===== src/cachePkg.sv =====
package cachePkg;

  // byte address and data word
  localparam int addrWidth = 32;
  localparam int xlen = 64;

  // address split as tag | index | offset
  localparam int tagWidth = 21;
  localparam int indexWidth = 6;
  localparam int offsetWidth = 5;

  // two ways of 64 sets, 256-bit lines
  localparam int numSets = 64;
  localparam int beatsPerLine = 4;

  typedef logic [addrWidth-1:0] addrT;
  typedef logic [xlen-1:0] wordT;
  typedef logic [tagWidth-1:0] tagT;
  typedef logic [indexWidth-1:0] indexT;

  // one SRAM word holds half a line
  typedef logic [2*xlen-1:0] halfLineT;
  typedef logic [beatsPerLine*xlen-1:0] lineT;

  // controller states
  typedef enum logic [1:0] {
    idle,
    compare,
    miss,
    refill
  } ctrlStateT;

endpackage


===== src/tagValidArray.sv =====
module tagValidArray (
  input  logic            clk,
  input  logic            rst_n,
  input  logic            lookup_i,
  input  cachePkg::indexT lookupIdx_i,
  input  logic            wr_i,
  input  cachePkg::indexT wrIdx_i,
  input  cachePkg::tagT   wrTag_i,
  output cachePkg::tagT   tag_o,
  output logic            valid_o
);
  import cachePkg::*;

  tagT tags [numSets];
  logic [numSets-1:0] validVec;

  // valid bits start cleared, set by each refill
  always_ff @(posedge clk or negedge rst_n) begin
    if (!rst_n) begin
      validVec <= '0;
    end else if (wr_i) begin
      validVec[wrIdx_i] <= 1'b1;
    end
  end

  always_ff @(posedge clk) begin
    if (wr_i) begin
      tags[wrIdx_i] <= wrTag_i;
    end
  end

  // registered lookup, same edge as the data SRAMs
  always_ff @(posedge clk) begin
    if (lookup_i) begin
      tag_o <= tags[lookupIdx_i];
    end
  end

  always_ff @(posedge clk or negedge rst_n) begin
    if (!rst_n) begin
      valid_o <= 1'b0;
    end else if (lookup_i) begin
      valid_o <= validVec[lookupIdx_i];
    end
  end

endmodule


===== config.mk =====
export PLATFORM = sky130hd
export DESIGN_NAME = tagValidArray
export DESIGN_NICKNAME = d
export VERILOG_FILES = /design/src/cachePkg.sv /design/src/tagValidArray.sv
export SDC_FILE = /design/constraint.sdc
export NUM_CORES = 1
export LEC_CHECK = 0
export ABC_CLOCK_PERIOD_IN_PS = 1600
export BUFFER_PORTS_ARGS = -buffer_cell sky130_fd_sc_hd__buf_2
export CAP_MARGIN = 20
export CORE_UTILIZATION = 33
export CTS_CLUSTER_SIZE = 8
export DETAILED_ROUTE_END_ITERATION = 7
export PLACE_DENSITY = 0.45
export SYNTH_ARGS = -nofsm -noshare
export SYNTH_HDL_FRONTEND = slang
export SYNTH_SLANG_ARGS = --single-unit

===== constraint.sdc =====
create_clock -name clk -period 1.6 [get_ports clk]
set_input_delay 0.16 -clock clk [delete_from_list [all_inputs] [get_ports clk]]
set_output_delay 0.16 -clock clk [all_outputs]
set_load 0.01 [all_outputs]

* After elaboration in Yosys (flattened, before gate mapping)
Memory sizes are Yosys's and may differ from the RTL's. A register that Yosys moved wholly into a read port is not among the register bits.
Index checks and enable logic that the tools add are counted.
** Storage, ports and cells
- Word-level logic and storage cells :: 14
- Output and inout bits :: 22
- Memories :: 1
- Register bits :: 65
- Memory bits (writable) :: 1344
** Memory list
- tags :: depth 64, width 21, read ports 1, clocked after Yosys merged registers in 1, write ports 1, RTL line tagValidArray.sv:14 : tagT tags [numSets];
** Operators by class
- Magnitude comparators :: 3
- Bitwise logic cells :: 1
- Reduce and logical (&&, ||, !) cells :: 1
- Mux-type cells :: 6
** Operators by type and width (number)
- $or A64 B64 Y64 :: 1
- $lt A6 B7 Y1 const B :: 2
- $bmux W1 S6 :: 1
- $demux W1 S6 :: 1
- $ge A6 B1 Y1 const B :: 1
- $mux W1 :: 4
- $logic_and A1 B1 Y1 :: 1

* Longest topological paths before layout
- Depth in word-level cells :: 5
- Depth in mapped cells :: 8

* Worst setup path before layout
No wires, ideal clock.
- Kind :: input port to flip-flop
- From :: input wrIdx_i[3]
- To :: memory tags[48][0] in the netlist's numbering (enable)
- Arrival :: 2.311 ns
- Cell stages on the path :: 4
- Data required time :: 1.173 ns
- Buffers on the path :: 1
- Path slack :: -1.138 ns
- Cells stage by stage :: clkbuf_1 > nand4b_1 > or2_2 > nor3_1
** RTL lines
- start: declaration :: RTL line tagValidArray.sv:7 : input cachePkg::indexT wrIdx_i,
- end: declaration :: RTL line tagValidArray.sv:14
No word-level cell before the write port.

==> impl_metrics.yaml <==
drt:
  vias_per_cell: 5.19
  vias: 26055
  drc: 0
  drtIter0Drc: 2373
  drt_pass1_iterations: 5
  wl_per_cell_um: 31.4
  routed_wl_mm: 158
  final_antenna_net_count: 0
sta:
  fin_ws_ns: -0.660
  fin_crit_ns: 2.26
  fin_crit_sh_pct: 141
  fmax_mhz: 443
  maxSlewViolCount: 0
  hold_violations: 0
  grt_setup_unrepaired: "true"
  slew_headroom_pct: 39.6
  worst_slew_pin_slew_ns: 0.907
  tns_ns: -11.07
  skew_ns: 0.0329
  finalSetupViolations: 32
cts:
  cts_tree: "yes"
  clk_latency_ns: 0.81
  htree_levels: 4
  cts_buffer_depth: 3
  path_clk_slew_ns: 0.05
  cts_inserted_buffers: 196
  cts.sinks: 1430
  root_buffer: "clkbuf_16"
placed_design:
  postPlaceCellArea_um2: 62200
  gp_congestion: 0.799
  placement.io_buffers: 58
  dpl.hpwl_mm: 96.7
synth:
  avgSynthCellArea_um2: 24.2
  async_reset_ff_share_pct: 4.55
  synth_top_cell_by_area: "edfxtp_1"
  ys_ff_latch: 1430
  synthMostInstantiatedCell: "edfxtp_1"
  synth_area_leaders: "edfxtp_1, mux4_2, dfrtp_1"
  synthesis.nets: 2285
  ys_seq_area_share_pct: 78.3
  ys_types: 30
  synth_top_cell_area_share_pct: 75.3
  synth_common_cells: "edfxtp_1, mux4_2, nor2_1, or2_2, dfrtp_1"
  synth-main-ff-cell: "edfxtp_1"
  ys_warn_count: 0
  synth_cells: 2248
  netlist_area_um2: 54400
  synth_edf_count: 1365
grt:
  grt_pass1_vias: 27925
  grt_max_degree: 65
  overflow: 0
  grt_util_all_layers_pct: 19.1
  antenna_found_initial: 14
  grt_pass1_wl_mm: 221
worst_setup_path:
  cp_data_required_time_ns: 2.14
  slowest_delay_ns: 0.62
  path_common_cell: "mux4_2"
  cp_slowest_cell: "mux4_2"
  crit_type: "register to register"
  crit_path_start: "tags[60][3]"
  path_cells: "mux4_2 > mux4_2 > a22oi_2 > nand2_1"
  cp.arrival_ns: 2.80
  path_delay_family: "multiplexers"
  crit_fanout: 1
  worst-path-buf-inv: 0
  endpoint_kind: "register"
  crit_path_start_kind: "register"
  reg2reg_from: "tags[60][3]"
floorplanning:
  die_area_um2: 167000
  core_area_um2: 163000
  num_rows: 148
  die_w_um: 408
  ios: 59
  start_util_pct: 33.3
  die_h_um: 408
power_and_ir_drop:
  intPower_uw: 66500
  clkPwrFrac_pct: 44.2
  p_leak_uw: 0.0220
  powerDensity_nw_per_um2: 1250
  ir_worst_vdd_mv: 1.14
  power_switching_uw: 18400
  swShare_pct: 21.7
  combinationalPowerShare_pct: 6.4
  share_seq_of_total_power_pct: 49.5
job:
  drv_cap: 0
layout:
  fin_util_pct: 41.7
  syn2layout_area_growth_pct: 25.2
  stdcell_area_um2: 68100
  nFillCells: 14152
  register_area_um2: 42600
  nets: 2799
  layout-drive-gt1-share_pct: 43.6
  multi_input_area_um2: 12000
min_path:
  hp-class: "input pin to register"
  min_from: "wrTag_i[2]"
outcome:
  violations: "setup timing"
  outcome: "finished with violations"
## state kept, by name (all words and copies together), names as in the netlist
name	cells
tag_o	21
validVec	64
valid_o	1
tags	1344
## path summary, 6_finish.rpt
kind / endpoint / slack [ns] / cells after the start
max reg2reg: tag_o[3] / -0.66 / 4
max in group asynchronous: validVec[12] / 0.48 / 3
min in group asynchronous: validVec[10] / 0.62 / 3
min reg2reg: validVec[44] / 0.46 / 1
min: tags[53][2] / 0.05 / 2
max: tag_o[3] / -0.66 / 4
## cells in the final DEF (no fill, tap or decap), drive strengths merged, types with 5 or more instances in the layout
| master | synthesis | layout |
|---|---|---|
| edfxtp | 1365 | 1365 |
| mux4 | 429 | 429 |
| buf | 62 | 418 |
| clkbuf | 54 | 266 |
| nor2 | 80 | 80 |
| or2 | 66 | 66 |
| dfrtp | 65 | 65 |
| o22ai | 24 | 24 |
| a22oi | 22 | 22 |
| mux2i | 20 | 20 |
| nand2 | 20 | 20 |
| dlygate4sd3 | 0 | 14 |
| inv | 3 | 12 |
| nand3 | 10 | 10 |
| nor2b | 7 | 7 |
| nand2b | 5 | 5 |
## repair_timing
item / in CTS / in global routing
endpoints found under the hold margin: 555 / 0
pin swaps: 13 / 1
gates cloned: 0 / 0
gates resized for setup: 57 / 16
hold buffers: 14 / 0
endpoints found under the setup margin: 41 / 40
buffers inserted: 1 / 0
## worst register-to-register path, cell delays in order, from the launching register on
cell and delay [ns]:
edfxtp_1 0.38, mux4_2 0.47, mux4_2 0.62, a22oi_2 0.42, nand2_1 0.11
## layer usage
layer | up-vias | part of all wire [%] | wire (um) | track usage [%]
met1 | 14296 | 42 | 66800 | 25.8
met4 | 4 | 2.5 | 3960 | 5.28
met3 | 228 | 6.0 | 9540 | 4.11
met5 | - | 0.020 | 31 | 0
met2 | 839 | 49 | 77400 | 31.2
li1 | 10688 | - | - | -
## power groups by stage
stage          registers, uW  logic (uW)  clock network, uW
2_1_floorplan          42600        2630                  0
3_3_place_gp           42700        5180                  0
3_5_place_dp           42700        5260                  0
4_1_cts                42000        5450              38500
5_1_grt                42000        5700              40000
6_report               42000        5400              37500
## metrics by stage
step                      hold slack, ns  cells  total power, uW  worst slack (ns)
after global routing              0.0454   5017            87700            -0.669
after global placement             0.128   4725            47900             -1.61
after floorplan                   -0.136   2248            45200            -0.392
after CTS                        0.00102   5016            85900            -0.707
final                             0.0516   5020            84900            -0.660
after detailed placement           0.143   4725            48000             -1.64
## cells by family after synthesis
kind of cell	share of synthesized area [%]
buffers and inverters	1.13
DFF	78.3
muxes	18.1
AOI/OAI and AO/OA	0.676
and+or+nand+nor	1.79
## area by class of cell
| cell class | count | area share [%] |
|---|---|---|
| well taps | 2175 | 3.99 |
| clock inverters | 12 | 0.310 |
| inverters | 3 | 0.0165 |
| multi-input cells | 699 | 17.6 |
| repair buffers | 432 | 7.86 |
| flip-flops and latches | 1430 | 62.5 |
| diodes | 3 | 0.0110 |
| clock buffers | 266 | 7.65 |
Power figures use the tool's default switching activity.
