==> config.mk <==
export PLATFORM = sky130hd
export DESIGN_NAME = cacheCtrl
export DESIGN_NICKNAME = d
export VERILOG_FILES = /design/src/cachePkg.sv /design/src/busPkg.sv /design/src/cacheCtrl.sv
export SDC_FILE = /design/constraint.sdc
export NUM_CORES = 1
export LEC_CHECK = 0
export BUFFER_PORTS_ARGS = -buffer_cell sky130_fd_sc_hd__buf_2
export CAP_MARGIN = 10
export CORE_AREA = 2 2 487 489
export CTS_CLUSTER_DIAMETER = 100
export DETAILED_ROUTE_END_ITERATION = 12
export DIE_AREA = 0 0 489 491
export PLACE_DENSITY_LB_ADDON = 0.3
export REMOVE_ABC_BUFFERS = 1
export SLEW_MARGIN = 20
export SYNTH_ARGS = -nofsm -noshare
export SYNTH_HDL_FRONTEND = slang
export SYNTH_SLANG_ARGS = --single-unit
==> constraint.sdc <==
create_clock -name clk -period 3.6 [get_ports clk]
set_input_delay 0.18 -clock clk [delete_from_list [all_inputs] [get_ports clk]]
set_output_delay 0.18 -clock clk [all_outputs]
set_load 0.02 [all_outputs]
==> src/cachePkg.sv <==
package cachePkg;

  // byte address and data word
  localparam int addrWidth = 32;
  localparam int xlen = 64;

  // address split as tag | index | offset
  localparam int tagWidth = 21;
  localparam int indexWidth = 6;
  localparam int offsetWidth = 5;

  // two ways of 64 sets, 256-bit lines
  localparam int numSets = 64;
  localparam int beatsPerLine = 4;

  typedef logic [addrWidth-1:0] addrT;
  typedef logic [xlen-1:0] wordT;
  typedef logic [tagWidth-1:0] tagT;
  typedef logic [indexWidth-1:0] indexT;

  // one SRAM word holds half a line
  typedef logic [2*xlen-1:0] halfLineT;
  typedef logic [beatsPerLine*xlen-1:0] lineT;

  // controller states
  typedef enum logic [1:0] {
    idle,
    compare,
    miss,
    refill
  } ctrlStateT;

endpackage

==> src/busPkg.sv <==
package busPkg;

  // pipeline request, reads only
  typedef struct packed {
    cachePkg::addrT addr;
  } cacheReqT;

  // line assembled from the memory beats
  // done is high for one cycle once all beats are in
  typedef struct packed {
    cachePkg::lineT line;
    logic done;
  } refillLineT;

endpackage

==> src/cacheCtrl.sv <==
module cacheCtrl (
  input  logic               clk,
  input  logic               rst_n,
  input  logic               valid_i,
  input  busPkg::cacheReqT   req_i,
  output logic               addrOk_o,
  output logic               dataOk_o,
  output cachePkg::wordT     rdData_o,
  output logic               lookup_o,
  output cachePkg::indexT    lookupIdx_o,
  input  cachePkg::tagT      tag1_i,
  input  cachePkg::tagT      tag2_i,
  input  logic               valid1_i,
  input  logic               valid2_i,
  input  cachePkg::lineT     line1_i,
  input  cachePkg::lineT     line2_i,
  output logic [1:0]         wayWr_o,
  output cachePkg::tagT      wrTag_o,
  output cachePkg::lineT     wrLine_o,
  output logic               refillStart_o,
  output cachePkg::addrT     refillAddr_o,
  input  busPkg::refillLineT refill_i
);
  import cachePkg::*;
  import busPkg::*;

  ctrlStateT state;
  ctrlStateT nextState;
  cacheReqT reqQ;
  tagT reqTag;
  indexT reqIdx;
  logic [$clog2(beatsPerLine)-1:0] wordSel;
  logic way1Hit;
  logic way2Hit;
  logic hit;
  logic accept;
  logic replayQ;
  logic refillBusy;
  logic victimQ;
  logic [3:0] lfsr;
  lineT hitLine;

  // fields of the request being compared
  assign reqTag = reqQ.addr[addrWidth-1 -: tagWidth];
  assign reqIdx = reqQ.addr[offsetWidth +: indexWidth];
  assign wordSel = reqQ.addr[offsetWidth-1 -: $clog2(beatsPerLine)];

  assign way1Hit = valid1_i && (tag1_i == reqTag);
  assign way2Hit = valid2_i && (tag2_i == reqTag);
  assign hit = way1Hit || way2Hit;

  // idle takes a request unless a replay is due; compare only on a hit
  assign addrOk_o = ((state == idle) && !replayQ) || ((state == compare) && hit);
  assign accept = valid_i && addrOk_o;
  assign dataOk_o = (state == compare) && hit;

  assign hitLine = way1Hit ? line1_i : line2_i;
  assign rdData_o = hitLine[wordSel*xlen +: xlen];

  // lookup for a new request, or the replay after a refill
  assign lookup_o = accept || ((state == idle) && replayQ);
  assign lookupIdx_o = addrOk_o ? req_i.addr[offsetWidth +: indexWidth] : reqIdx;

  // refill side
  assign refillStart_o = (state == miss) && !refillBusy;
  assign refillAddr_o = {reqQ.addr[addrWidth-1:offsetWidth], {offsetWidth{1'b0}}};
  assign wayWr_o = (state == refill) ? (victimQ ? 2'b10 : 2'b01) : 2'b00;
  assign wrTag_o = reqTag;
  assign wrLine_o = refill_i.line;

  always_comb begin
    nextState = state;
    case (state)
      idle: begin
        if (replayQ || valid_i) begin
          nextState = compare;
        end
      end
      compare: begin
        if (!hit) begin
          nextState = miss;
        end else if (!valid_i) begin
          nextState = idle;
        end
      end
      miss: begin
        if (refill_i.done) begin
          nextState = refill;
        end
      end
      refill: begin
        nextState = idle;
      end
      default: begin
        nextState = idle;
      end
    endcase
  end

  always_ff @(posedge clk or negedge rst_n) begin
    if (!rst_n) begin
      state <= idle;
      replayQ <= 1'b0;
      refillBusy <= 1'b0;
      victimQ <= 1'b0;
      lfsr <= 4'b1001;
    end else begin
      state <= nextState;
      // refill always returns to idle, so the replay flag lasts one cycle
      replayQ <= (state == refill);
      // x^4 + x^3 + 1, free running
      lfsr <= {lfsr[2:0], lfsr[3] ^ lfsr[2]};
      if (refillStart_o) begin
        refillBusy <= 1'b1;
      end else if (refill_i.done) begin
        refillBusy <= 1'b0;
      end
      // empty way first, otherwise a pseudo-random one
      if ((state == compare) && !hit) begin
        if (!valid1_i) begin
          victimQ <= 1'b0;
        end else if (!valid2_i) begin
          victimQ <= 1'b1;
        end else begin
          victimQ <= lfsr[0];
        end
      end
    end
  end

  always_ff @(posedge clk) begin
    if (accept) begin
      reqQ <= req_i;
    end
  end

endmodule

# Word-level counts from Yosys, hierarchy flattened
# Index checks and enable logic that the tools add are counted.
[totals] ff_bits=41
[classes] eq_ne=8 shifts=1 n_mux=13 bitwise=1 reduce_logical=18
[ops] op="$mux W256" n=1
[ops] op="$shiftx A256 B9 Y64" n=1
[ops] op="$eq A21 B21 Y1" n=2
[ops] op="$mux W2" n=6
[ops] op="$logic_and A1 B1 Y1" n=8
[ops] op="$pmux W2 S4" n=1
[ops] op="$mux W6" n=1
[ops] op="$eq A2 B2 Y1 const B" n=2
[ops] op="$logic_or A1 B1 Y1" n=4
[ops] op="$mux W1" n=4
[ops] op="$logic_not A1 Y1" n=3
[ops] op="$ne A3 B3 Y1 const B" n=1
[ops] op="$reduce_and A3 Y1" n=1
[ops] op="$eq A2 B1 Y1 const B" n=1
[ops] op="$logic_not A2 Y1" n=1
[ops] op="$ne A2 B1 Y1 const B" n=1
[ops] op="$ne A2 B2 Y1 const B" n=1
[ops] op="$reduce_bool A2 Y1" n=1
[ops] op="$xor A1 B1 Y1" n=1

# Depth between registers and ports, before layout
[logic_depth] ltp_word=7 mapped_depth=9 mapped_depth_nobuf=6

# Worst setup path before layout
# Ideal clock, no wire load.
[synth_path] path_kind="register to register" startpoint="register reqQ[28] (netlist bit)" endpoint="register reqQ[10] (netlist bit) (enable)" setup_ps=389 arrival_ps=2843 path_slack_ps=368 stages_incl_launch_ff=9 path_buffers=2 cell_sequence="edfxtp_1 xor2_1 a2111o_1 a2111oi_4 and3_1 buf_2 o311a_1 buf_2 and2_1"
[synth_between] elab_chain_cells=6 elab_cells_between_ends=8 cone_classes="2 x eq/ne; 6 x reduce/logical"
[synth_rtl] item="start: declaration" line_no="cacheCtrl.sv:29" rtl="cacheReqT reqQ;"
[synth_rtl] item="start signal: assignment" line_no="cacheCtrl.sv:133" rtl="reqQ <= req_i;"
[synth_rtl] item="$eq A21 B21 Y1 (on tied branches)" line_no="cacheCtrl.sv:48, cacheCtrl.sv:49"
[synth_rtl] item="$logic_and A1 B1 Y1 (on tied branches)" line_no="cacheCtrl.sv:48, cacheCtrl.sv:49"
[synth_rtl] item="$logic_or A1 B1 Y1 *" line_no="cacheCtrl.sv:50" rtl="assign hit = way1Hit || way2Hit;"
[synth_rtl] item="$logic_and A1 B1 Y1 *" line_no="cacheCtrl.sv:53" rtl="assign addrOk_o = ((state == idle) && !replayQ) || ((state == compare) && hit);"
[synth_rtl] item="$logic_or A1 B1 Y1 *" line_no="cacheCtrl.sv:53"
[synth_rtl] item="named net addrOk_o" line_no="cacheCtrl.sv:6" rtl="output logic addrOk_o,"
[synth_rtl] item="$logic_and A1 B1 Y1 *" line_no="cacheCtrl.sv:54" rtl="assign accept = valid_i && addrOk_o;"
[synth_rtl] item="named net accept" line_no="cacheCtrl.sv:36" rtl="logic accept;"
# Mark *: on every way through the listed nets, which the timed path passes. The rest lies on a longest branch.
# A chain may end at the register's enable or synchronous reset.

# Worst setup path after layout
[layout_path] startpoint="register reqQ[21] (netlist bit)" endpoint="output port rdData_o[63]"
[layout_between] elab_chain_cells=4
[layout_rtl] item="$eq A21 B21 Y1" line_no="cacheCtrl.sv:48" rtl="assign way1Hit = valid1_i && (tag1_i == reqTag);"
[layout_rtl] item="$logic_and A1 B1 Y1" line_no="cacheCtrl.sv:48"
[layout_rtl] item="$mux W256" line_no="cacheCtrl.sv:57" rtl="assign hitLine = way1Hit ? line1_i : line2_i;"
[layout_rtl] item="$shiftx A256 B9 Y64" line_no="cacheCtrl.sv:58" rtl="assign rdData_o = hitLine[wordSel*xlen +: xlen];"
[layout_rtl] item="end: declaration" line_no="cacheCtrl.sv:8" rtl="output cachePkg::wordT rdData_o,"
# No other way between the ends.

==> impl_metrics.tcl <==
set metrics [dict create \
    vias_per_cell 2.98 \
    grt_max_degree 69 \
    slew_viol_final 0 \
    numCtsBuffers 5 \
    nNetsFinal 2432 \
    cts_tree "built" \
    drc 0 \
    cp_cell_sequence "xnor2_2 > nand4_1 > nor4_4 > buf_12 > buf_12 > buf_12 > buf_4 > a41o_1 > a21oi_1 > a211oi_1 > buf_2" \
    critPathMostFrequentCell "buf_12" \
    async_reset_ff_frac 0.237 \
    dieArea_sq_um 240000 \
    worstPathMaxFanout 27 \
    finalHoldViolCount 0 \
    cts.sink_count 38 \
    routed-via-count 14200 \
    initial_utilization 0.0379 \
    min_path_type "in2reg" \
    path_clk_slew_ns 0.07 \
    cp_slowest_stage_delay_ns 0.48 \
    rows 178 \
    max-slew-margin-rel 0.450 \
    cts-root-buf "clkbuf_16" \
    cp-start-kind "flip-flop" \
    synth-adder-area-share 0 \
    status "completed" \
    wl_per_cell_um 50.7 \
    ir_drop_uv 357 \
    setup-violations-final 0 \
    final_cell_mix "buf_2, a41o_1, a21oi_1, buf_4, buf_12" \
    pre_cts_ws_ns -0.325 \
    yosysWarningCount 0 \
    drive_above_1_share 0.594 \
    synth_seq_area_share 0.124 \
    grtUsageTotal 0.191 \
    synthCells 1156 \
    grt_overflow 0 \
    min_from "req_i[22]" \
    clkLatencyLatePin_ns 0.30 \
    r2r-start "reqQ[21]" \
    drtAntennaViolNets 0 \
    layout_min_cycle_time_ns 3.48 \
    clock_skew_ns 0.00791 \
    timing.final.crit_share 0.968 \
    arrival_ns 3.30 \
    cp-end-kind "output port" \
    final_common_cell "buf_2" \
    muxShareOfSynthArea 0.0122 \
    cts_max_level 2 \
    fmax_ghz 0.287 \
    die_y_um 491 \
    drv_cap 0 \
    netlist_area_sq_um 8890 \
    gp_congestion 1.06 \
    setup.worst_path.start "reqQ[21]" \
    io_pins 1233 \
    portBuffers 712 \
    drt_iter0_markers 2005 \
    fillerInstances 27800 \
    fin_ws_ns 0.116 \
    p_per_area_nw_per_um2 352 \
    syn_to_final_growth_pct 84.8 \
    worst_pin_slew_ns 0.825 \
    synth_seq_cells 38 \
    grt_pass1_wl_um 266000 \
    synth_xor_area_frac 0.0374 \
    synth_top_family_by_area "compound AO/OA/AOI/OAI gates" \
    path_class "reg2out" \
    antenna_found_initial 107 \
    yosys.area_share.simple 0.0186 \
    die_width_um 489 \
    synth_ff_type "edfxtp_1" \
    clock_path_buffers 2 \
    whs_ns 0.0544 \
    fin_tns_setup_ns 0 \
    grt_setup_unrepaired "true" \
    core-area_sq_um 235000 \
    synth_area_per_cell_sq_um 7.69 \
    slowest_stage "nor4_4" \
    routed_wl_um 241000 \
    synth.distinct_cells 40 \
    synth-edff-count 29 \
    hpwl_um 223000 \
    synth-compound-area-share 0.454 \
    grt_pass1_vias 12300 \
    cp_data_required_time_ns 3.42 \
    static-leakage-power_nw 6.27 \
    firstDrtPassIters 8 \
]
## kinds of logic after synthesis
family,after synthesis
flops,38
simple gates,30
buf+inv,514
xor+xnor,38
other cells,1
compound gates,525
mux,10
## routing by layer
metal  track usage  share of wire  routed length [um]
met2         0.298           0.43              105000
met1         0.128           0.23               55300
met5         0.107          0.016                3870
met4        0.0156          0.016                3840
met3         0.270           0.30               73100
## where the power goes
group / switching [mW] / internal [mW] / total [mW] / leakage (nW)
logic: 2.67 / 1.85 / 4.52 / 5.79
clock network: 0.196 / 0.395 / 0.591 / 0.0916
registers: 0.0882 / 0.591 / 0.679 / 0.381
## synthesized netlist by cell type, types with 2 or more instances
master,number,share of area
buf_4,311,0.26
a21oi_1,129,0.073
a41o_1,128,0.14
clkbuf_1,95,0.040
inv_1,73,0.031
a211oi_1,64,0.054
a31oi_1,64,0.045
a221oi_1,63,0.062
a311oi_1,63,0.062
buf_2,33,0.019
edfxtp_1,29,0.098
xor2_1,21,0.021
xnor2_1,17,0.017
dfrtp_1,7,0.020
mux2_2,7,0.0089
nand2_1,6,0.0025
nand4_1,5,0.0035
nor2_1,5,0.0021
nor4_1,5,0.0035
o21ai_0,4,0.0023
mux2i_1,3,0.0034
and3_1,2,0.0014
dfstp_2,2,0.0059
nand3_1,2,0.0011
o221ai_1,2,0.0020
o31ai_1,2,0.0017
## worst max-delay path, delay by kind of cell, from the launching register on
family | cells | cell delay (ns)
AO/OA/AOI/OAI | 3 | 0.58
XOR/XNOR | 1 | 0.17
buffers and inverters | 5 | 1.09
flip-flops | 1 | 0.47
AND/OR/NAND/NOR | 2 | 0.64
## flip-flops by register name, summed over array words and instances (netlist names), named ones only
| name | flops |
|---|---|
| reqQ | 29 |
| state | 1 |
| lfsr | 4 |
| victimQ | 1 |
| refillBusy | 1 |
| replayQ | 1 |
## final timing paths
check / to / slack (ns) / depth (start not counted)
max: rdData_o[63] / 0.12 / 11
min: reqQ[22] / 0.05 / 1
max reg2reg: reqQ[20] / 0.69 / 9
min reg2reg: lfsr[2] / 0.35 / 0
max in group asynchronous: lfsr[3] / 3.07 / 2
min in group asynchronous: refillBusy / 0.27 / 2
## through the flow
stage / power [mW] / util / instances / area, sq um
5_1_grt: 6.15 / 0.0700 / 4745 / 16400
2_1_floorplan: 2.25 / - / 719 / 6030
4_1_cts: 5.91 / 0.0693 / 4733 / 16300
3_3_place_gp: 5.21 / 0.0666 / 4713 / 15600
3_5_place_dp: 5.19 / 0.0666 / 4713 / 15600
6_report: 5.79 / 0.0701 / 4752 / 16400
## layout make-up
cell class / count / area (sq um) / area share
sequential: 38 / 1100 / 0.0669
clock buffer: 5 / 125 / 0.00761
tap: 3150 / 3940 / 0.240
clock inverter: 3 / 63.8 / 0.00388
inverter: 73 / 277 / 0.0168
multi-input combinational: 608 / 5120 / 0.311
timing repair buffer: 858 / 5770 / 0.351
antenna: 17 / 42.5 / 0.00259
## what timing repair did
| action | in CTS | in global routing |
|---|---|---|
| setup endpoints to repair | 41 | 34 |
| cloned | 1 | 0 |
| gates resized for setup | 54 | 26 |
| pin swaps | 8 | 10 |
| hold buffers | 1 | 0 |
| setup buffers | 10 | 2 |
| hold endpoints to repair | 9 | 0 |
Power figures use the tool's default switching activity.
