`src/cachePkg.sv`:
```
package cachePkg;

  // byte address and data word
  localparam int addrWidth = 32;
  localparam int xlen = 64;

  // address split as tag | index | offset
  localparam int tagWidth = 21;
  localparam int indexWidth = 6;
  localparam int offsetWidth = 5;

  // two ways of 64 sets, 256-bit lines
  localparam int numSets = 64;
  localparam int beatsPerLine = 4;

  typedef logic [addrWidth-1:0] addrT;
  typedef logic [xlen-1:0] wordT;
  typedef logic [tagWidth-1:0] tagT;
  typedef logic [indexWidth-1:0] indexT;

  // one SRAM word holds half a line
  typedef logic [2*xlen-1:0] halfLineT;
  typedef logic [beatsPerLine*xlen-1:0] lineT;

  // controller states
  typedef enum logic [1:0] {
    idle,
    compare,
    miss,
    refill
  } ctrlStateT;

endpackage

```
`src/busPkg.sv`:
```
package busPkg;

  // pipeline request, reads only
  typedef struct packed {
    cachePkg::addrT addr;
  } cacheReqT;

  // line assembled from the memory beats
  // done is high for one cycle once all beats are in
  typedef struct packed {
    cachePkg::lineT line;
    logic done;
  } refillLineT;

endpackage

```
`src/lineRefill.sv`:
```
module lineRefill (
  input  logic               clk,
  input  logic               rst_n,
  input  logic               start_i,
  input  cachePkg::addrT     lineAddr_i,
  output logic               cacheRdValid_o,
  output cachePkg::addrT     cacheAddr_o,
  input  logic               rdBeat_i,
  input  logic               rdLast_i,
  input  cachePkg::wordT     rdData_i,
  output busPkg::refillLineT refill_o
);
  import cachePkg::*;

  logic [$clog2(beatsPerLine)-1:0] beatCnt;
  lineT lineBuf;
  logic doneQ;

  // request stays up until the first beat comes back
  always_ff @(posedge clk or negedge rst_n) begin
    if (!rst_n) begin
      cacheRdValid_o <= 1'b0;
      beatCnt <= '0;
      doneQ <= 1'b0;
    end else begin
      doneQ <= rdBeat_i && rdLast_i;
      if (start_i) begin
        cacheRdValid_o <= 1'b1;
        beatCnt <= '0;
      end else if (rdBeat_i) begin
        cacheRdValid_o <= 1'b0;
        beatCnt <= beatCnt + 1'b1;
      end
    end
  end

  // line-aligned address and beat buffer
  always_ff @(posedge clk) begin
    if (start_i) begin
      cacheAddr_o <= {lineAddr_i[addrWidth-1:offsetWidth], {offsetWidth{1'b0}}};
    end
    if (rdBeat_i) begin
      // beat n fills quarter n, lowest address first
      lineBuf[beatCnt*xlen +: xlen] <= rdData_i;
    end
  end

  // line is complete whenever done is high
  assign refill_o.line = lineBuf;
  assign refill_o.done = doneQ;

endmodule

```
`config.mk`:
```
export PLATFORM = sky130hd
export DESIGN_NAME = lineRefill
export DESIGN_NICKNAME = d
export VERILOG_FILES = /design/src/cachePkg.sv /design/src/busPkg.sv /design/src/lineRefill.sv
export SDC_FILE = /design/constraint.sdc
export NUM_CORES = 1
export LEC_CHECK = 0
export ABC_AREA = 1
export BUFFER_PORTS_ARGS = -buffer_cell sky130_fd_sc_hd__buf_2
export CORE_UTILIZATION = 35
export DETAILED_ROUTE_END_ITERATION = 12
export GPL_ROUTABILITY_DRIVEN = 0
export SLEW_MARGIN = 10
export SYNTH_ARGS = -nofsm -noshare
export SYNTH_HDL_FRONTEND = slang
export SYNTH_SLANG_ARGS = --single-unit
```
`constraint.sdc`:
```
create_clock -name clk -period 3.1 [get_ports clk]
set_input_delay 0 -clock clk [delete_from_list [all_inputs] [get_ports clk]]
set_output_delay 0 -clock clk [all_outputs]
set_load 0.02 [all_outputs]
```
# Word level (Yosys, flattened, before mapping)
# Index checks and enable logic that the tools add are counted.
[op_classes]
muxes = 5
addsub = 2
reduce_logical = 2
shifts = 2
[op_table]
columns = ["op", "count"]
rows = [
  ["bitwise mux 256 bit", 1],
  ["variable shift 64 x 34 -> 256 bit (first input constant)", 1],
  ["variable part select 64 x 34 -> 256 bit", 1],
  ["negator 8 -> 34 bit", 1],
  ["2-to-1 mux 2 bit", 2],
  ["adder 2 x 1 -> 2 bit (second input constant)", 1],
  ["2-to-1 mux 1 bit", 2],
  ["nonzero test 2 bit", 1],
  ["logical AND 1 bit", 1],
]
[totals]
output_inout_bits = 290
ff_bits = 287
inputBits = 101
wordCells = 16

# Longest topological paths before layout
# Gate-level depths: netlist (run 1).
[depth]
word_depth = 3
ltp_mapped = 8

# Worst setup path after synthesis (run 1)
# OpenSTA, ideal clock, no wires.
[synth_path]
kind = "register to register"
startpoint = "register beatCnt[0] (netlist name)"
endpoint = "register lineBuf[0] (enable)"
stages_incl_launch_ff = 5
required_time_ns = 2.682
setup_slack_ns = 0.580
t_arrival_ns = 2.102
synth_period_minus_slack_ns = 2.520
path_buffers = 0
setup_time_ns = 0.418
cell_sequence = "dfrtp_1 -> inv_1 -> ha_1 -> nand2_1 -> inv_1"
[synth_rtl]
columns = ["element", "line", "rtl"]
rows = [
  ["to (signal, indexed assignment)", "lineRefill.sv:44", "lineBuf[beatCnt*xlen +: xlen] <= rdData_i;"],
  ["to (decl)", "lineRefill.sv:16", "lineT lineBuf;"],
]

# Worst setup path after layout (run 1)
[layout_path]
startpoint = "register beatCnt[1]"
endpoint = "register lineBuf[215], data pin"
[layout_between]
elab_chain_len = 3
elab_cells_between_ends = 4
classes_between = "add/sub: 1; shift: 2; mux: 1"
[layout_rtl]
columns = ["element", "line", "rtl"]
rows = [
  ["from (decl)", "lineRefill.sv:15", "logic [$clog2(beatsPerLine)-1:0] beatCnt;"],
  ["from (signal assigned)", "lineRefill.sv:32", "beatCnt <= beatCnt + 1'b1;"],
  ["negator 8 -> 34 bit *", "lineRefill.sv:44", ""],
  ["variable part select 64 x 34 -> 256 bit or variable shift 64 x 34 -> 256 bit (tied branches)", "lineRefill.sv:44", ""],
  ["bitwise mux 256 bit *", "lineRefill.sv:44", ""],
]
# Every way passes the cells marked *; elsewhere a longest branch is shown, timed or not.
# A chain may end at the register's enable or synchronous reset.

==> metrics.md, run 1 <==
| Metric | Value |
|---|---|
| Fin area | 0.0152 sq mm |
| # rows | 64 |
| # IOs | 391 |
| R2r worst-path depth | 6 |
| Total gr overflow | 0 |
| Vias/cell | 4.94 |
| Largest net degree at the start of global routing | 68 |
| Most common cell after layout, fill and taps aside | buf_2 |
| CP Launch Type | flop |
| Net count reported at finish | 1409 |
| Largest cells by area after synthesis | edfxtp_1 (77%), nor2_1 (8.8%), nand3_1 (5.9%) |
| Setup crit end kind | flop |
| Clock buffer depth | 3 |
| HPWL Detailed | 24500 um |
| Synth top area share | 0.768 |
| Area leader, netlist | edfxtp_1 |
| Final worst-path cycle share | 0.690 |
| Postcts setup bufs | 0 |
| TritonCTS clock tree | built |
| First-pass GRT wire length | 52600 um |
| CP required | 3400 ps |
| Core area | 0.0308 sq mm |
| Maximum vdd drop | 390 uV |
| Vias in the first global route | 8273 |
| Pwr dens | 605 mW/mm^2 |
| Final Max Tran Viols | 0 |
| Clock skew | 7.24 ps |
| Hold path startpoint | start_i |
| Vias | 8509 |
| Max_slew headroom | 0.471 |
| Synth Warn # | 0 |
| Initial drt markers | 894 |
| Flops & latches, synth | 287 |
| Initial Util | 0.359 |
| Hold buffers post-CTS | 96 |
| Critical path class | reg -> reg |
| Post-Layout Cell Count | 1724 |
| Layout cells sized above 1 | 0.342 |
| Buffers on Ports | 380 |
| Switching Fraction | 0.267 |
| Residual DRC | 18 |
| Worst-Skew Late Latency | 560 ps |
| Final setup vio count | 0 |
| CTS Root Cell | clkbuf_16 |
| DIE HEIGHT | 180 um |
| Wire per inst | 21.0 um |
| Hold/Removal Path Class | in -> reg |
| WHS Endpoint | cacheAddr_o[7]$_DFFE_PP_ |
| Die Wd | 180 um |
| Final WL | 36200 um |
| Antenna viol nets, final | 0 |
| FILL cells | 2762 |
| Multi-input logic area | 0.00201 sq mm |
| RSZ-0062 raised after global routing | no |
| Antenna Cells | 0 |
| Placed cell count | 1570 |
| Register area | 0.00860 sq mm |
| Worst Hold Depth | 1 |
| Synth Cell Area | 0.0111 sq mm |
| FF-to-FF End | lineBuf[215]$_DFFE_PP_ |
| Max H-tree Level | 1 |
| CTS buffer count | 31 |
| Comb pwr share | 0.136 |
| Flop-to-flop setup slack | 960 ps |
| Initial antenna violation count | 0 |
| Failing checks | design-rule violations |
| Synthesized area per cell | 13.2 sq um |
| Status | finished, violations left |
| Die footprint | 0.0323 sq mm |
| Crit path DAT | 2430 ps |
| Post-cts resize count | 0 |
| Synth unique cells | 14 |
| Syn Inst Count | 838 |
| Clk pwr share | 0.375 |
| Final Hold Viols | 0 |
| Switching power | 2.45 mW |
| Flop pwr share | 0.489 |
| Sequential element share of the synthesized area | 0.777 |
| Worst-path clk slew | 60 ps |
| Area growth syn-to-layout | 37.1% |
| TNS Setup | 0 ps |
| Worst r2r src | beatCnt[1]$_DFFE_PN0P_ |
| Tmin final | 2140 ps |
| WHS | 27.5 ps |
| Overall Global Routing Usage | 0.220 |
| DR pass1 iterations | 10 |
| CP max FO | 44 |
| Commonest cells after routing, fill and taps aside | buf_2 (380), edfxtp_1 (283), nor2_1 (258) |
| Clock tree sinks | 287 |
| P_int | 6.72 mW |
| Worst slew pin tran | 793 ps |
| Post-DP Area | 0.0133 sq mm |
| P_leak | 6.23 nW |
| Tot Pwr | 9.17 mW |
| Max frequency | 468 MHz |
| Max cap viols | 0 |
stage by stage:
stage / setup slack [ps] / utilization
2_1_floorplan: 580 / -
3_3_place_gp: 995 / 0.431
3_5_place_dp: 963 / 0.431
4_1_cts: 948 / 0.492
5_1_grt: 803 / 0.492
6_report: 962 / 0.492
per-layer routing:
metal / track usage / vias up / part of all wire
met5: 0 / - / 0
met4: 0.0872 / 0 / 0.037
met3: 0.0417 / 67 / 0.079
met2: 0.332 / 457 / 0.45
met1: 0.312 / 4173 / 0.44
li1: - / 3812 / -
power by group through the flow:
| stage | Sequential, mW | Clock (mW) | Combinational [mW] |
|---|---|---|---|
| after floorplan | 4.79 | 0 | 0.497 |
| after global routing | 4.50 | 3.63 | 1.34 |
| after CTS | 4.49 | 3.49 | 1.25 |
| final | 4.49 | 3.44 | 1.25 |
| after detailed placement | 4.57 | 0 | 1.15 |
| after global placement | 4.57 | 0 | 1.14 |
logic make-up after synthesis:
family	count (synthesis)	share of synthesized area
other	1	0.000339
AND/OR/NAND/NOR	467	0.174
buffers and inverters	78	0.0429
flip-flops	287	0.777
adder cells (fa/ha/maj)	5	0.00566
registers in the layout, summed over array words and instances (netlist names):
name / count
lineBuf: 256
cacheAddr_o: 27
beatCnt: 2
cacheRdValid_o: 1
doneQ: 1
area by class of cell:
cell class | instances | share of cell area
clock buffers | 37 | 0.0526
clock inverters | 21 | 0.00858
inverters | 12 | 0.00314
multi-input cells | 477 | 0.132
flip-flops and latches | 287 | 0.567
well taps | 396 | 0.0327
repair buffers | 494 | 0.203
synth_stat cells:
library cell  instances
nor2_1              258
clkbuf_1              2
buf_2                43
inv_2                 2
inv_1                10
edfxtp_1            283
nand3_1             130
buf_4                 8
nand2_2               3
dfrtp_1               4
buf_6                13
nand2_1              76
conb_1                1
ha_1                  5
critical path: stages, from the launching register on:
cell and delay (ps):
dfrtp_1 400, inv_1 100, ha_1 470, inv_2 70, nand2_2 430, buf_12 300, nor2_1 90
worst max path at each step:
stage	endpoint	startpoint	cells after the start	slack, ps
2_1_floorplan	lineBuf[0]$_DFFE_PP_	beatCnt[0]$_DFFE_PN0P_	4	580
3_3_place_gp	lineBuf[220]$_DFFE_PP_	beatCnt[1]$_DFFE_PN0P_	6	1000
3_5_place_dp	lineBuf[215]$_DFFE_PP_	beatCnt[1]$_DFFE_PN0P_	6	960
4_1_cts	lineBuf[215]$_DFFE_PP_	beatCnt[1]$_DFFE_PN0P_	6	950
5_1_grt	lineBuf[50]$_DFFE_PP_	beatCnt[0]$_DFFE_PN0P_	6	800
6_report	lineBuf[215]$_DFFE_PP_	beatCnt[1]$_DFFE_PN0P_	6	960
No activity file was read; power rests on OpenSTA's default activity.
==> run 2: changes to the inputs <==
Settings changed: ABC_AREA 1 to 0.
Clock period 3.1 ns to 1.82 ns, I/O delays scaled along.
==> run 2 against run 1 <==
Net effect: worst setup slack worse by 890 ps; wire length shrank 17%; highest routed layer unchanged; via count fell by 16%; hold slack improved by 130 ps; clock skew grew 1.3 ps; sequential share of layout area barely moved; the flow now finishes without violations; critical path type unchanged; critical endpoint is now lineBuf[158]$_DFFE_PP_; utilization is 1.5 points higher; non-clock buffer count grew 13; area after synthesis shrank 3.3%; die area shrank 3.3%; count of clock-buffer cells in the layout is 3 lower; largest power group unchanged; power up 67%.
==> metrics.md, run 2 <==
| Metric | Value |
|---|---|
| Most common cell after layout, fill and taps aside | buf_2 |
| DIE HEIGHT | 177 um |
| Vias in the first global route | 7396 |
| Final Max Tran Viols | 0 |
| Post-synthesis xor/xnor area fraction | 0.000819 |
| Wire per inst | 19.8 um |
| P_leak | 6.32 nW |
| Initial Util | 0.358 |
| Hold/Removal Path Class | in -> reg |
| Biggest regs | lineBuf (256), cacheAddr_o (27), beatCnt (2) |
| CP cell instances | inv_1, ha_1, nor4b_4, buf_4, buf_6, and2_1 |
| Overall Global Routing Usage | 0.186 |
| Largest cells by area after synthesis | edfxtp_1 (79%), and2_1 (7.7%), and3_1 (7.3%) |
| Max H-tree Level | 1 |
| Die footprint | 0.0313 sq mm |
| Worst-path clk slew | 60 ps |
| Clock tree sinks | 287 |
| Placed cell count | 1371 |
| Tmin final | 1750 ps |
| CTS buffer count | 30 |
| Initial antenna violation count | 0 |
| Setup crit end kind | flop |
| Number of enable flip-flop cells after synthesis | 283 |
| Antenna Cells | 0 |
| Commonest cells after routing, fill and taps aside | buf_2 (380), edfxtp_1 (283), and2_1 (128) |
| # rows | 63 |
| Sequential element share of the synthesized area | 0.804 |
| Main flop type after synthesis | edfxtp_1 |
| Tot Pwr | 15.3 mW |
| DR pass1 iterations | 4 |
| # IOs | 391 |
| Antenna viol nets, final | 0 |
| HPWL Detailed | 18400 um |
| Hold path startpoint | lineAddr_i[9] |
| CP Launch Type | flop |
| WHS Endpoint | cacheAddr_o[9]$_DFFE_PP_ |
| Clock buffer depth | 3 |
| R2r worst-path depth | 6 |
| Synth Warn # | 0 |
| Worst-Skew Late Latency | 550 ps |
| Synth Area in Compound Gates | 0.000702 |
| Synth top area share | 0.795 |
| Vias | 7153 |
| Worst r2r src | beatCnt[1]$_DFFE_PN0P_ |
| Pwr dens | 1010 mW/mm^2 |
| Core area | 0.0299 sq mm |
| Residual DRC | 0 |
| Area leader, netlist | edfxtp_1 |
| Post-Layout Cell Count | 1522 |
| Clock skew | 8.55 ps |
| Post-Synth Simple-Gate Area | 0.160 |
| Crit path largest cell delay | 400 ps |
| Total gr overflow | 0 |
| CP max FO | 21 |
| Layout cells sized above 1 | 0.403 |
| Final setup vio count | 0 |
| Flop-to-flop setup slack | 70 ps |
| CTS Root Cell | clkbuf_16 |
| Buffers on Ports | 380 |
| Die Wd | 177 um |
| Worst Hold Depth | 2 |
| Maximum vdd drop | 672 uV |
| Crit path DAT | 2170 ps |
| Flops & latches, synth | 287 |
| TNS Setup | 0 ps |
| Final WL | 30100 um |
| Synth unique cells | 20 |
| Synth Cell Area | 0.0107 sq mm |
| Max reg flops | 256 |
| Worst slew pin tran | 686 ps |
| Status | complete, no violations |
| Vias/cell | 4.70 |
| TritonCTS clock tree | built |
| Max_slew headroom | 0.542 |
| Largest net degree at the start of global routing | 39 |
| Critical path class | reg -> reg |
| Most common cell in the netlist | edfxtp_1 |
| Net count reported at finish | 1218 |
| FF-to-FF End | lineBuf[158]$_DFFE_PP_ |
| Mux cell area share after synthesis | 0.000936 |
| Final worst-path cycle share | 0.962 |
| Synthesized area per cell | 17.4 sq um |
| Largest family of logic cells by synthesized area | simple AND/OR/NAND/NOR gates |
| Area growth syn-to-layout | 41.8% |
| WHS | 155 ps |
| Initial drt markers | 475 |
| Slowest CP cell | ha_1 |
| Most flop-heavy register | lineBuf |
| Syn Inst Count | 616 |
| Top cells by count, synth | edfxtp_1 (283), and2_1 (132), and3_1 (125), clkbuf_1 (14), clkbuf_2 (11) |
| Max frequency | 571 MHz |
| First-pass GRT wire length | 43500 um |
| Ys async rst share | 0.0139 |
| Max cap viols | 0 |
| Final Hold Viols | 0 |
| CP required | 2240 ps |
| Post-synthesis adder-cell area fraction | 0.00585 |
==> run 2: cell count changes after synthesis, moves of 4 or more <==
cell / delta
and2_1: +132
and3_1: +125
and3b_1: +4
buf_2: -36
buf_6: -7
clkbuf_1: +12
clkbuf_2: +11
inv_1: -7
nand2_1: -76
nand3_1: -130
nor2_1: -254
==> run 2: layer usage <==
| layer | wire, um | share of wire | vias up | GRT usage |
|---|---|---|---|---|
| li1 | - | - | 3242 | - |
| met1 | 11900 | 0.40 | 3526 | 0.226 |
| met2 | 15000 | 0.50 | 336 | 0.325 |
| met3 | 2340 | 0.078 | 49 | 0.0475 |
| met4 | 822 | 0.027 | 0 | 0.0535 |
| met5 | 0 | 0 | - | 0 |
==> run 2: kinds of logic after synthesis <==
kind of cell	count (synthesis)
AOI/OAI and AO/OA	1
xor gates and xnor gates	1
adders and majority gates	5
buffers and inverters	50
DFF	287
muxes	1
other	1
and+or+nand+nor	270
==> run 2: worst max path at each step <==
stage	startpoint	endpoint	cells after the start
after detailed placement	beatCnt[1]$_DFFE_PN0P_	lineBuf[182]$_DFFE_PP_	5
final	beatCnt[1]$_DFFE_PN0P_	lineBuf[158]$_DFFE_PP_	6
after CTS	beatCnt[1]$_DFFE_PN0P_	lineBuf[184]$_DFFE_PP_	5
after global placement	beatCnt[0]$_DFFE_PN0P_	lineBuf[128]$_DFFE_PP_	5
after global routing	beatCnt[1]$_DFFE_PN0P_	lineBuf[184]$_DFFE_PP_	6
after floorplan	beatCnt[0]$_DFFE_PN0P_	lineBuf[100]$_DFFE_PP_	2
==> run 2: stage by stage <==
stage	util	area (sq um)	setup WS, ps
final	0.507	15200	69.9
after detailed placement	0.444	13300	1.21
after global routing	0.507	15200	-1.49
after global placement	0.444	13300	67.5
after floorplan	-	10700	-69.2
after CTS	0.507	15100	9.47
==> run 2: timing repair <==
action | CTS | global route
setup endpoints to repair | 2 | 34
gates resized for setup | 1 | 3
endpoints found under the hold margin | 291 | 0
pin swaps | 0 | 0
setup buffers | 0 | 2
hold buffers | 97 | 0
==> run 2: report_power, final <==
part | switching, mW | internal [mW]
combinational | 1.28 | 0.745
sequential | 0.0835 | 7.64
clock | 2.47 | 3.13
total | 3.83 | 11.5
==> run 2: cell type report <==
type / instances / area [sq um]
fillers: 2525 / 14700
flip-flops and latches: 287 / 8600
repair buffers: 507 / 3330
multi-input cells: 283 / 1850
clock buffers: 34 / 766
well taps: 390 / 488
clock inverters: 18 / 116
inverters: 3 / 11.3
==> run 2: critical path: cells and delay by family, from the launching register on <==
kind / cells / cell delay (ps)
buffers and inverters: 3 / 430
and+or+nand+nor: 2 / 420
adders and majority gates: 1 / 400
DFF: 1 / 350
==> run 3: changes to the inputs <==
Settings changed: CTS_BUF_LIST set to sky130_fd_sc_hd__clkbuf_16, GPL_ROUTABILITY_DRIVEN 0 to not set, SETUP_SLACK_MARGIN set to 0.4.
==> run 3 against run 2 <==
Net effect: final area grew 16%; global-route usage increased by 4.3 points; sequential power is essentially flat; clock power grew 8.2%; die area did not move; first-iteration DRC count is 47% higher; critical endpoint is now lineBuf[19]$_DFFE_PP_.
==> metrics.md, run 3 (synthesis results as in run 2) <==
| Metric | Value |
|---|---|
| Status | complete, no violations |
| Wire per inst | 24.9 um |
| TNS Setup | 0 ps |
| Clock skew | 10.2 ps |
| Final Hold Viols | 0 |
| Total gr overflow | 0 |
| First-pass GRT wire length | 51200 um |
| Die footprint | 0.0313 sq mm |
| Final worst-path cycle share | 0.949 |
| Max frequency | 579 MHz |
| Net count reported at finish | 1311 |
| # IOs | 391 |
| Vias | 7859 |
| TritonCTS clock tree | built |
| Biggest regs | lineBuf (256), cacheAddr_o (27), beatCnt (2) |
| Worst-path clk slew | 70 ps |
| Pwr dens | 972 mW/mm^2 |
| Final WL | 40300 um |
| Final setup vio count | 0 |
| Tot Pwr | 17.1 mW |
| Area growth syn-to-layout | 64.5% |
| Max_slew headroom | 0.531 |
| Antenna viol nets, final | 0 |
| Worst-Skew Late Latency | 560 ps |
| P_leak | 7.41 nW |
| Final Wtd Congestion | 0.759 |
| DIE HEIGHT | 177 um |
| Hold/Removal Path Class | in -> reg |
| HPWL Detailed | 18000 um |
| FILL cells | 2310 |
| WHS | 150 ps |
| CP Launch Type | flop |
| Initial Util | 0.358 |
| Crit path DAT | 2150 ps |
| CTS buffer count | 30 |
| RSZ-0062 raised after global routing | yes |
| Max H-tree Level | 1 |
| Max reg flops | 256 |
| Most flop-heavy register | lineBuf |
| Vias in the first global route | 7638 |
| CP required | 2250 ps |
| Final Max Tran Viols | 0 |
| Overall Global Routing Usage | 0.229 |
| Largest net degree at the start of global routing | 61 |
| Die Wd | 177 um |
| # rows | 63 |
| Core area | 0.0299 sq mm |
| Tmin final | 1730 ps |
| Worst slew pin tran | 704 ps |
| Buffers on Ports | 380 |
| Setup crit end kind | flop |
| Most common cell after layout, fill and taps aside | buf_2 |
| CTS Root Cell | clkbuf_16 |
| Initial antenna violation count | 7 |
| Residual DRC | 0 |
| DR pass1 iterations | 5 |
| Vias/cell | 4.85 |
| Clock tree sinks | 287 |
| Maximum vdd drop | 988 uV |
| Max cap viols | 0 |
| Commonest cells after routing, fill and taps aside | buf_2 (380), edfxtp_1 (283), and3_1 (120) |
| Critical path class | reg -> reg |
| Initial drt markers | 697 |
| CP max FO | 8 |
| Clock buffer depth | 3 |
| Layout cells sized above 1 | 0.515 |
-- run 3: cell type report --
class / count / area (sq um) / area share
Multi-Input combinational cell: 283 / 2090 / 0.119
Sequential cell: 287 / 8600 / 0.489
Clock buffer: 31 / 776 / 0.0441
Inverter: 3 / 13.8 / 0.000782
Antenna cell: 2 / 5.00 / 0.000285
Timing Repair Buffer: 600 / 5440 / 0.309
Clock inverter: 24 / 186 / 0.0106
Tap cell: 390 / 488 / 0.0277
-- run 3: layer usage --
metal	up-vias	GRT usage	wire length, um	part of all wire
met3	63	0.0537	3440	0.085
met1	3884	0.299	16400	0.41
met4	0	0.0550	1090	0.027
met2	442	0.384	19400	0.48
met5	-	0	0	0
li1	3470	-	-	-
-- run 3: final timing paths --
kind / start / to / slack, ps / cells past startpoint
max in group asynchronous: rst_n / beatCnt[0]$_DFFE_PN0P_ / 1190 / 3
hold / removal: lineAddr_i[23] / cacheAddr_o[23]$_DFFE_PP_ / 150 / 2
min in group asynchronous: rst_n / cacheRdValid_o$_DFFE_PN0P_ / 400 / 3
hold reg to reg: cacheRdValid_o$_DFFE_PN0P_ / cacheRdValid_o$_DFFE_PN0P_ / 490 / 1
setup / recovery: beatCnt[0]$_DFFE_PN0P_ / lineBuf[19]$_DFFE_PP_ / 90 / 6
setup reg to reg: beatCnt[0]$_DFFE_PN0P_ / lineBuf[19]$_DFFE_PP_ / 90 / 6
-- run 3: repair_timing --
item,in CTS,in global routing
cloned,32,25
setup endpoints to repair,469,510
resized for setup,47,103
setup buffers,33,15
hold buffers,97,0
pin swaps,7,28
endpoints found under the hold margin,288,0
-- run 3: worst max-delay path: stages, from the launching register on --
cell,delay (ps)
dfrtp_2,430
inv_4,100
ha_4,220
and4bb_4,340
buf_12,170
clkbuf_16,190
and2_4,140
-- run 3: power by group --
part           leakage [nW]  internal, mW  total, mW  switching, mW
sequential             2.58          7.64       7.73         0.0891
combinational          4.33          1.60       3.31           1.71
clock                 0.496          3.49       6.06           2.58
total                  7.41          12.7       17.1           4.38
-- run 3: per-stage QoR --
step / cell area (sq um) / cells / setup WS, ps / utilization
2_1_floorplan: 10900 / 620 / 188 / -
3_3_place_gp: 13200 / 1361 / 110 / 0.442
3_5_place_dp: 13200 / 1361 / 84.7 / 0.442
4_1_cts: 16600 / 1578 / 162 / 0.556
5_1_grt: 17600 / 1620 / 23.8 / 0.589
6_report: 17600 / 1620 / 92.8 / 0.589
